`src/design/mem_pkg.sv`:
```
package mem_pkg;

  //////////////////////////////////////////////////////////////////////////
  // Bus widths
  //////////////////////////////////////////////////////////////////////////

  // Byte addresses and data words are both one 32-bit word wide
  localparam int unsigned ADDR_W = 32;
  localparam int unsigned DATA_W = 32;

  // One enable bit per byte lane of a data word
  localparam int unsigned BYTE_W = 8;
  localparam int unsigned BE_W   = DATA_W / BYTE_W;

  typedef logic [ADDR_W-1:0] addr_t;
  typedef logic [DATA_W-1:0] data_t;
  typedef logic [BE_W-1:0]   be_t;

  //////////////////////////////////////////////////////////////////////////
  // State machines
  //////////////////////////////////////////////////////////////////////////

  // Adapter drives the A channel either from its inputs or from its registers
  typedef enum logic {
    TRANSPARENT,
    REGISTERED
  } adapter_state_e;

  // Sequencer walks one four-phase request through the trans port
  typedef enum logic [1:0] {
    IDLE,
    ISSUE,
    WAIT_RESP,
    DONE
  } seq_state_e;

endpackage
```
`src/design/obi_adapter.sv`:
```
module obi_adapter (
  input  logic            clk,
  input  logic            rst_n,

  // Transaction request side
  input  logic            trans_valid_i,
  output logic            trans_ready_o,
  input  mem_pkg::addr_t  trans_addr_i,
  input  logic            trans_we_i,
  input  mem_pkg::be_t    trans_be_i,
  input  mem_pkg::data_t  trans_wdata_i,

  // Transaction response side, the consumer never stalls
  output logic            resp_valid_o,
  output mem_pkg::data_t  resp_rdata_o,
  output logic            resp_err_o,

  // OBI A channel
  output logic            obi_req_o,
  input  logic            obi_gnt_i,
  output mem_pkg::addr_t  obi_addr_o,
  output logic            obi_we_o,
  output mem_pkg::be_t    obi_be_o,
  output mem_pkg::data_t  obi_wdata_o,

  // OBI R channel
  input  logic            obi_rvalid_i,
  input  mem_pkg::data_t  obi_rdata_i,
  input  logic            obi_err_i
);

  mem_pkg::adapter_state_e state_q, state_d;

  // Copy of the A channel taken when a request goes ungranted
  mem_pkg::addr_t addr_q;
  logic           we_q;
  mem_pkg::be_t   be_q;
  mem_pkg::data_t wdata_q;

  //////////////////////////////////////////////////////////////////////////
  // R channel
  //////////////////////////////////////////////////////////////////////////

  // Responses go straight back without any buffering or added latency
  assign resp_valid_o = obi_rvalid_i;
  assign resp_rdata_o = obi_rdata_i;
  assign resp_err_o   = obi_err_i;

  //////////////////////////////////////////////////////////////////////////
  // A channel FSM
  //////////////////////////////////////////////////////////////////////////

  always_comb begin
    state_d = state_q;
    case (state_q)
      // A request seen without a grant must be frozen from the next cycle on,
      // since the trans inputs are free to change once accepted
      mem_pkg::TRANSPARENT: begin
        if (trans_valid_i && !obi_gnt_i) begin
          state_d = mem_pkg::REGISTERED;
        end
      end
      // Stay here until the held request is granted
      mem_pkg::REGISTERED: begin
        if (obi_gnt_i) begin
          state_d = mem_pkg::TRANSPARENT;
        end
      end
      default: state_d = mem_pkg::TRANSPARENT;
    endcase
  end

  // Pick the A channel source from the current state
  always_comb begin
    if (state_q == mem_pkg::TRANSPARENT) begin
      obi_req_o   = trans_valid_i;
      obi_addr_o  = trans_addr_i;
      obi_we_o    = trans_we_i;
      obi_be_o    = trans_be_i;
      obi_wdata_o = trans_wdata_i;
    end else begin
      // A pending request is never retracted nor altered
      obi_req_o   = 1'b1;
      obi_addr_o  = addr_q;
      obi_we_o    = we_q;
      obi_be_o    = be_q;
      obi_wdata_o = wdata_q;
    end
  end

  always_ff @(posedge clk or negedge rst_n) begin
    if (!rst_n) begin
      state_q <= mem_pkg::TRANSPARENT;
    end else begin
      state_q <= state_d;
    end
  end

  // Capture only on the step into REGISTERED
  always_ff @(posedge clk) begin
    if (state_q == mem_pkg::TRANSPARENT && state_d == mem_pkg::REGISTERED) begin
      addr_q  <= trans_addr_i;
      we_q    <= trans_we_i;
      be_q    <= trans_be_i;
      wdata_q <= trans_wdata_i;
    end
  end

  // New work is taken whenever the A channel is not busy holding a request
  assign trans_ready_o = (state_q == mem_pkg::TRANSPARENT);

endmodule

```
`config.mk`:
```
export PLATFORM = sky130hd
export DESIGN_NAME = obi_adapter
export DESIGN_NICKNAME = d
export VERILOG_FILES = /design/src/design/mem_pkg.sv /design/src/design/obi_adapter.sv
export SDC_FILE = /design/constraint.sdc
export NUM_CORES = 1
export LEC_CHECK = 0
export BUFFER_PORTS_ARGS = -buffer_cell sky130_fd_sc_hd__buf_2
export CAP_MARGIN = 10
export CELL_PAD_IN_SITES_DETAIL_PLACEMENT = 1
export CELL_PAD_IN_SITES_GLOBAL_PLACEMENT = 1
export CORE_UTILIZATION = 37
export DETAILED_ROUTE_END_ITERATION = 10
export PLACE_DENSITY = 0.95
export SETUP_SLACK_MARGIN = 0.15
export SLEW_MARGIN = 20
export SYNTH_ARGS = -nofsm -noshare
export SYNTH_HDL_FRONTEND = slang
export SYNTH_SLANG_ARGS = --single-unit
```
`constraint.sdc`:
```
create_clock -name clk -period 12.3 [get_ports clk]
set_input_delay 1.845 -clock clk [delete_from_list [all_inputs] [get_ports clk]]
set_output_delay 1.845 -clock clk [all_outputs]
set_load 0.02 [all_outputs]
```
==> results of run 1 <==
## kinds of logic (layout without fill, tap and decap cells)
family                 after synthesis  count (layout)  synth area share, %
buffers and inverters               43             162                 11.4
flip-flops                          70              70                 59.1
AO/OA/AOI/OAI                        1               1                0.282
multiplexers                        69              69                 28.9
AND/OR/NAND/NOR                      2               2                0.388
## per-layer routing
metal	vias to the layer above	routed length [um]
met3	20	540
li1	892	-
met4	0	177
met1	915	2700
met2	111	3080
met5	-	0
## report_power, final
group	switching, W	leakage, nW	internal (W)
Clock	0.0000806	0.0905	0.0000840
Combinational	0.0000509	1.11	0.0000499
Sequential	0.00000564	0.650	0.000273
## state kept, by name (all words and copies together), names as in the netlist
register / count
be_q: 4
wdata_q: 32
addr_q: 32
we_q: 1
state_q: 1
## synth_stat cells
cell       n
or2_2      1
o21ba_2    1
mux2_2     3
inv_1      1
mux2_4    66
nor3b_1    1
buf_12     6
buf_4     34
edfxtp_1  69
buf_6      1
buf_8      1
dfrtp_1    1
## through the flow
stage	cell area [um2]	setup slack [ns]	total power (W)
after floorplan	3550	4.85	0.000373
after global placement	4050	8.09	0.000383
after detailed placement	4050	8.08	0.000386
after CTS	4220	8.04	0.000554
after global routing	4220	7.96	0.000568
final	4220	8.07	0.000544
## how the worst max path moves through the flow
stage | start | end | slack, ns | cells after the start
2_1_floorplan | obi_gnt_i | addr_q[0] | 4.85 | 1
3_3_place_gp | trans_valid_i | obi_req_o | 8.09 | 3
3_5_place_dp | trans_addr_i[22] | obi_addr_o[22] | 8.08 | 3
4_1_cts | state_q | obi_addr_o[26] | 8.04 | 3
5_1_grt | state_q | obi_addr_o[26] | 7.96 | 3
6_report | trans_addr_i[7] | obi_addr_o[7] | 8.07 | 3
## critical path, stage by stage
cell    delay [ns]
buf_2         0.11
mux2_4        0.27
buf_2         0.16
## layout make-up
type | instances | area, um2 | share of cell area (%)
Sequential cell | 70 | 2100 | 49.7
Multi-Input combinational cell | 72 | 1050 | 24.9
Timing Repair Buffer | 145 | 731 | 17.3
Clock buffer | 14 | 163 | 3.85
Tap cell | 129 | 161 | 3.82
Clock inverter | 2 | 10.0 | 0.237
Inverter | 1 | 3.75 | 0.0889
==> results.py, run 1 <==
metrics = {
    "synth": {
        "synth_cell_type_count": 12,
        "syn_area_um2": 3550,
        "synth_top_area_share_pct": 58.4,
        "synth.largest_area_cell": "edfxtp_1",
        "synth_seq_cells": 70,
        "yosysSeqAreaShare_pct": 59.1,
        "syn_area_per_cell_um2": 19.2,
        "yosys_warnings": 0,
        "synth_top_cells_by_area": "edfxtp_1 58%, mux2_4 28%, buf_4 7.2%, buf_12 3.4%, mux2_2 0.95%",
        "syn-num-nets": 292,
        "synthCells": 185,
    },
    "floorplan": {
        "fp.dieH_um": 100,
        "start_util_pct": 38.2,
        "core-area_um2": 9280,
        "core.rowCount": 35,
        "dieArea_um2": 9990,
        "pin_count": 212,
        "die_w_um": 100,
    },
    "run": {
        "drv_cap": 0,
    },
    "global_route": {
        "grtUsageMet2_pct": 21.0,
        "grt_most_used_layer": "met2",
        "grt_use_total_pct": 13.1,
        "grt_max_degree": 70,
        "antenna_found_initial": 0,
        "grt_overflow": 0,
        "grtUsageMet1_pct": 14.9,
        "grt_pass1_wl_mm": 9.92,
        "grtUsageMet3_pct": 4.53,
        "grt_pass1_vias": 2002,
    },
    "timing": {
        "fin_crit_sh_pct": 34.4,
        "hold_ws_ns": 1.00,
        "setup-tns-final_ns": 0,
        "finClkSkew_ns": 0.00920,
        "report.final.hold_viol_count": 0,
        "setup_violations": 0,
        "post-route-min-period_ns": 4.23,
        "relSlewSlack_pct": 42.0,
        "rsz0062_at_grt": "false",
        "fmax_mhz": 237,
        "tightestPinTransition_ns": 0.870,
        "slew_viol_final": 0,
    },
    "detailed_routing": {
        "drtIter0Drc": 32,
        "drcViolationCount": 0,
        "via_per_inst": 4.48,
        "first_pass_iters": 4,
        "antenna_left": 0,
        "routed_wl_mm": 6.50,
        "wl_per_cell_um": 15.0,
        "vias": 1938,
    },
    "power": {
        "leakage_nw": 1.85,
        "power_density_nw_per_um2": 129,
        "peakVddDrop_mv": 0.0507,
    },
    "worst_setup_path": {
        "ff2ff_path_depth": 2,
        "timing.rr.start": "state_q",
        "start_kind": "input pin",
        "crit_path_max_fanout": 2,
        "regToRegSetupSlack_ns": 10.25,
        "cp-end-kind": "output port",
        "reg2reg_to": "addr_q[12]",
        "cp.arrival_ns": 2.38,
        "crit_type": "in -> out",
        "cp.required_ns": 10.45,
    },
    "clock_tree": {
        "cts_tree": "yes",
        "hold_buffers": 0,
        "cts_setup_buffers": 0,
        "cts_max_level": 3,
        "cts_root_buffer": "clkbuf_8",
        "clkTransAtPathRegs_ns": 0.07,
        "clock_sinks": 70,
        "cts_resized": 0,
        "clk_latency_ns": 0.33,
        "cts_made_buffers": 9,
        "cts.path.max_buffers": 2,
    },
    "place": {
        "portBuffers": 143,
        "gp_congestion": 0.642,
        "dp_hpwl_mm": 4.67,
        "dp_cells": 417,
    },
    "layout": {
        "syn_to_final_growth_pct": 18.9,
        "layout-drive-gt1-share_pct": 76.0,
        "nets": 406,
        "layout_commonest_cell": "buf_2",
        "instances_no_fill": 433,
        "num_antenna_cells": 0,
        "final_cell_mix": "143 x buf_2, 69 x edfxtp_1, 66 x mux2_4",
        "fin_util_pct": 45.5,
        "fill_cells": 975,
    },
    "hold_path": {
        "min_path_cells": 1,
        "hold_start": "state_q",
        "worstHoldEndpoint": "state_q",
        "hold_path_class": "reg -> reg",
    },
    "status": {
        "status": "complete, no violations",
    },
}
No activity file was read; power rests on OpenSTA's default activity.
==> run 2: changes to the inputs <==
CORE_UTILIZATION = 34   (was 37)
PLACE_DENSITY = 0.89   (was 0.95)
clock period = 4.2 ns   (was 12.3 ns; I/O delays follow)
==> run 2 against run 1 <==
Effect of this change:
- critical path depth is the same
- count of clock-buffer cells in the layout is 4 lower
- worst setup slack worse by 6.8 ns
- final cell count is 1.4% higher
- routed wire length up 5.1%
- first-iteration DRC count is 31% higher
- critical endpoint is now obi_addr_o[29]
==> results.py, run 2 (synthesized netlist as in run 1, its figures left out) <==
metrics = {
    "run": {
        "drv_cap": 0,
    },
    "detailed_routing": {
        "wl_per_cell_um": 15.5,
        "routed_wl_mm": 6.83,
        "vias": 1916,
        "first_pass_iters": 4,
        "drcViolationCount": 0,
        "antenna_left": 0,
        "met2_length_mm": 3.27,
        "via_per_inst": 4.36,
        "wirelength_met1_mm": 2.92,
        "dr.max_layer_used": "met4",
        "drtIter0Drc": 42,
        "wl_met3_um": 539,
    },
    "global_route": {
        "grt_overflow": 0,
        "antenna_found_initial": 0,
        "grt_use_total_pct": 12.6,
        "grt_max_degree": 52,
        "grt_pass1_vias": 2049,
        "grt_pass1_wl_mm": 10.6,
    },
    "place": {
        "gp_congestion": 0.678,
        "portBuffers": 143,
        "dp_cells": 423,
        "dp_hpwl_mm": 5.04,
    },
    "timing": {
        "rsz0062_at_grt": "false",
        "setup-tns-final_ns": 0,
        "fin_crit_sh_pct": 69.9,
        "setup_violations": 0,
        "finClkSkew_ns": 0.00730,
        "relSlewSlack_pct": 38.4,
        "hold_ws_ns": 0.0530,
        "slew_viol_final": 0,
        "tightestPinTransition_ns": 0.924,
        "post-route-min-period_ns": 2.94,
        "report.final.hold_viol_count": 0,
        "fmax_mhz": 341,
    },
    "worst_setup_path": {
        "cp_slowest_cell": "dfrtp_4",
        "crit_buf_inv": 2,
        "max_stage_delay_ns": 1.05,
        "crit_path_max_fanout": 51,
        "cp.arrival_ns": 2.31,
        "regToRegSetupSlack_ns": 2.27,
        "reg2reg_to": "wdata_q[7]",
        "start_kind": "flip-flop",
        "cp.required_ns": 3.57,
        "ff2ff_path_depth": 2,
        "path_cells": "buf_4, mux2_2, buf_2",
        "timing.rr.start": "state_q",
        "cp_top_family": "flip-flops",
        "crit_type": "reg -> out",
        "cp-end-kind": "output port",
    },
    "layout": {
        "num_antenna_cells": 0,
        "instances_no_fill": 439,
        "final_cell_mix": "143 x buf_2, 69 x edfxtp_1, 66 x mux2_4",
        "nets": 408,
        "reg_top3": "addr_q: 32 flops, wdata_q: 32 flops, be_q: 4 flops",
        "layout-drive-gt1-share_pct": 76.5,
        "layout_commonest_cell": "buf_2",
        "syn_to_final_growth_pct": 19.2,
    },
    "clock_tree": {
        "cts_tree": "yes",
        "cts_root_buffer": "clkbuf_8",
        "cts.path.max_buffers": 2,
        "clkTransAtPathRegs_ns": 0.07,
        "clock_sinks": 70,
        "clk_latency_ns": 0.34,
        "cts_made_buffers": 9,
        "cts_setup_buffers": 0,
        "cts_resized": 0,
        "cts_max_level": 3,
        "hold_buffers": 0,
    },
    "floorplan": {
        "core-area_um2": 9950,
        "pin_count": 212,
        "core.rowCount": 36,
        "start_util_pct": 35.7,
        "dieArea_um2": 10900,
        "fp.dieH_um": 104,
        "die_w_um": 104,
    },
    "power": {
        "power_density_nw_per_um2": 370,
        "leakage_nw": 1.85,
        "peakVddDrop_mv": 0.156,
    },
    "status": {
        "status": "complete, no violations",
    },
    "hold_path": {
        "hold_path_class": "in -> async",
    },
}
-- run 2: changes by cell type in the layout (fill, tap and decap cells not counted), sizes merged --
cell | previous run | this run
clkinv | 2 | 6
buf | 145 | 147
clkbuf | 14 | 10
-- run 2: where the power goes --
part / leakage [nW] / switching [W] / internal, W
logic: 1.12 / 0.000145 / 0.000149
registers: 0.650 / 0.0000244 / 0.000799
clock network: 0.0870 / 0.000240 / 0.000207
-- run 2: stage by stage --
stage / util [%] / instance area [um2] / power (W) / worst slack [ns]
6_report: 42.5 / 4230 / 0.00156 / 1.26
5_1_grt: 42.5 / 4230 / 0.00164 / 1.16
4_1_cts: 42.5 / 4230 / 0.00160 / 1.23
3_5_place_dp: 41.0 / 4080 / 0.00114 / 1.62
3_3_place_gp: 41.0 / 4080 / 0.00113 / 1.66
2_1_floorplan: - / 3560 / 0.00109 / 0.335
-- run 2: worst max path at each step --
stage	start	endpoint	slack [ns]	cells after the start
floorplan	state_q	addr_q[0]	0.34	3
global placement	state_q	obi_addr_o[29]	1.66	3
detailed placement	state_q	obi_addr_o[29]	1.62	3
CTS	state_q	obi_addr_o[29]	1.23	3
global route	state_q	obi_addr_o[29]	1.16	3
finish	state_q	obi_addr_o[29]	1.26	3
-- run 2: cell type report --
type | instances | area (um2)
Clock buffer | 10 | 128
Clock inverter | 6 | 28.8
Fill cell | 1033 | 5720
Inverter | 1 | 3.75
Multi-Input combinational cell | 72 | 1060
Sequential cell | 70 | 2100
Tap cell | 133 | 166
Timing Repair Buffer | 147 | 746
-- run 2: worst reg2reg max path: stages, from the launching register on --
cell	delay, ns
dfrtp_4	0.82
nor3b_4	0.31
buf_4	0.42
-- run 2: routing by layer --
metal  GRT usage (%)  vias to the layer above
met5               0                        -
met4            5.82                        0
met3            4.57                       17
met2            19.9                      111
met1            15.2                      896
li1                -                      892
==> run 3: changes to the inputs <==
ABC_AREA = 1   (was unset)
CORE_UTILIZATION = 27   (was 34)
PLACE_DENSITY = 0.85   (was 0.89)
clock period = 2.4 ns   (was 4.2 ns; I/O delays follow)
==> run 3 against run 2 <==
Effect of this change:
- flip-flop and latch count is the same
- hold slack gained 0.15 ns
- routed wire length grew 14%
- clock power grew to 2.8 times the previous value
- highest routed layer unchanged
==> results.py, run 3 <==
metrics = {
    "timing": {
        "rsz0062_at_grt": "false",
        "fmax_mhz": 522,
        "fin_crit_sh_pct": 79.8,
        "report.final.hold_viol_count": 0,
        "setup_slack_ns": 0.485,
        "slew_viol_final": 0,
        "tightestPinTransition_ns": 0.501,
        "relSlewSlack_pct": 66.6,
        "finClkSkew_ns": 0.00494,
        "setup_violations": 0,
        "hold_ws_ns": 0.203,
        "post-route-min-period_ns": 1.91,
        "setup-tns-final_ns": 0,
    },
    "power": {
        "power_w": 0.00317,
        "peakVddDrop_mv": 0.230,
        "leakage_nw": 2.01,
        "power_density_nw_per_um2": 766,
    },
    "synth": {
        "synth-main-ff-cell": "edfxtp_1",
        "synth_edf_count": 69,
        "synth_cell_type_count": 8,
        "yosysSeqAreaShare_pct": 63.5,
        "yosys_warnings": 0,
        "syn-num-nets": 440,
        "synth_top_cells_by_area": "edfxtp_1 63%, nand2_1 24%, buf_4 9.3%, buf_6 2.7%, dfrtp_1 0.76%",
        "synth.largest_area_cell": "edfxtp_1",
        "synthCells": 333,
        "synth_seq_cells": 70,
        "synthTopCellsByCount": "208 x nand2_1, 69 x edfxtp_1, 41 x buf_4",
        "yosysMostFrequentCell": "nand2_1",
        "syn_area_per_cell_um2": 9.92,
        "synth-async-reset-ratio_pct": 1.43,
        "syn_area_um2": 3300,
        "synth_top_area_share_pct": 62.7,
    },
    "floorplan": {
        "core.rowCount": 40,
        "pin_count": 212,
        "core-area_um2": 12000,
        "fp.dieH_um": 113,
        "die_w_um": 113,
        "start_util_pct": 27.6,
        "dieArea_um2": 12700,
    },
    "global_route": {
        "grt_pass1_wl_mm": 12.5,
        "grt_use_total_pct": 12.7,
        "grt_pass1_vias": 2537,
        "grt_max_degree": 72,
        "antenna_found_initial": 0,
        "grt_overflow": 0,
    },
    "place": {
        "portBuffers": 143,
        "dp_hpwl_mm": 5.56,
        "pre_cts_ws_ns": 0.782,
        "gp_congestion": 0.732,
    },
    "worst_setup_path": {
        "crit_path_max_fanout": 70,
        "ff2ff_path_depth": 3,
        "start_kind": "flip-flop",
        "cp-end-kind": "output port",
        "cp.required_ns": 2.04,
        "crit_type": "reg -> out",
        "cp.arrival_ns": 1.55,
    },
    "layout": {
        "reg_top3": "addr_q: 32 flops, wdata_q: 32 flops, be_q: 4 flops",
        "layout-drive-gt1-share_pct": 36.3,
        "nets": 549,
        "num_antenna_cells": 0,
        "layout_commonest_cell": "nand2_1",
        "syn_to_final_growth_pct": 25.3,
        "fill_cells": 1420,
        "final_cell_mix": "208 x nand2_1, 143 x buf_2, 69 x edfxtp_1",
    },
    "clock_tree": {
        "clk_latency_ns": 0.32,
        "cts_max_level": 3,
        "cts_tree": "yes",
        "cts_setup_buffers": 0,
        "cts_root_buffer": "clkbuf_16",
        "cts.path.max_buffers": 2,
        "clkTransAtPathRegs_ns": 0.05,
        "cts_made_buffers": 9,
        "clock_sinks": 70,
    },
    "detailed_routing": {
        "via_per_inst": 4.25,
        "routed_wl_mm": 7.81,
        "antenna_left": 0,
        "wl_per_cell_um": 13.2,
        "vias": 2521,
        "drtIter0Drc": 102,
        "first_pass_iters": 4,
        "drcViolationCount": 0,
    },
    "status": {
        "status": "complete, no violations",
    },
    "hold_path": {
        "hold_path_class": "in -> reg",
        "min_path_cells": 2,
    },
    "run": {
        "drv_cap": 0,
    },
}
run 3: power breakdown:
| part | switching [W] | leakage, nW | internal (W) |
|---|---|---|---|
| registers | 0.0000134 | 0.650 | 0.00140 |
| clock network | 0.000468 | 0.136 | 0.000791 |
| logic | 0.000334 | 1.22 | 0.000164 |
| total | 0.000816 | 2.01 | 0.00236 |
run 3: logic make-up after synthesis:
family	synth area share, %
AND/OR/NAND/NOR	24.0
buffers and inverters	12.5
flip-flops	63.5
run 3: final timing paths:
check                      startpoint  slack (ns)        endpoint
setup / recovery              state_q        0.49  obi_addr_o[20]
hold / removal              obi_gnt_i        0.20         state_q
setup reg to reg              state_q        0.80       addr_q[2]
hold reg to reg               state_q        0.93         state_q
max in group asynchronous       rst_n        1.93         state_q
min in group asynchronous       rst_n        0.37         state_q
run 3: layer usage:
metal | vias up | share of wire, % | track usage, %
met4 | 0 | 1.2 | 5.42
met2 | 109 | 49 | 21.0
met1 | 1157 | 43 | 15.4
met3 | 10 | 6.6 | 3.56
met5 | - | 0 | 0
li1 | 1245 | - | -
run 3: layout make-up:
cell class	instances	area [um2]	area share, %
Tap cell	147	184	4.44
Clock buffer	10	229	5.53
Clock inverter	5	51.3	1.24
Timing Repair Buffer	147	761	18.4
Multi-Input combinational cell	211	800	19.3
Inverter	3	16.3	0.393
Sequential cell	70	2100	50.7
run 3: what timing repair did:
item,CTS,global route
gates resized for setup,0,0
hold buffers,1,0
hold endpoints to repair,1,0
run 3: critical path, stage by stage, from the launching register on:
cell and delay [ns]:
dfrtp_2 0.44, inv_6 0.37, nand2_1 0.10, nand2_1 0.10, buf_2 0.18
run 3: stage by stage:
step,cell area (um2),util [%],std cells
detailed placement,3850,32.2,577
global route,4140,34.6,593
global placement,3850,32.2,577
floorplan,3310,-,333
finish,4140,34.6,593
CTS,4140,34.6,593
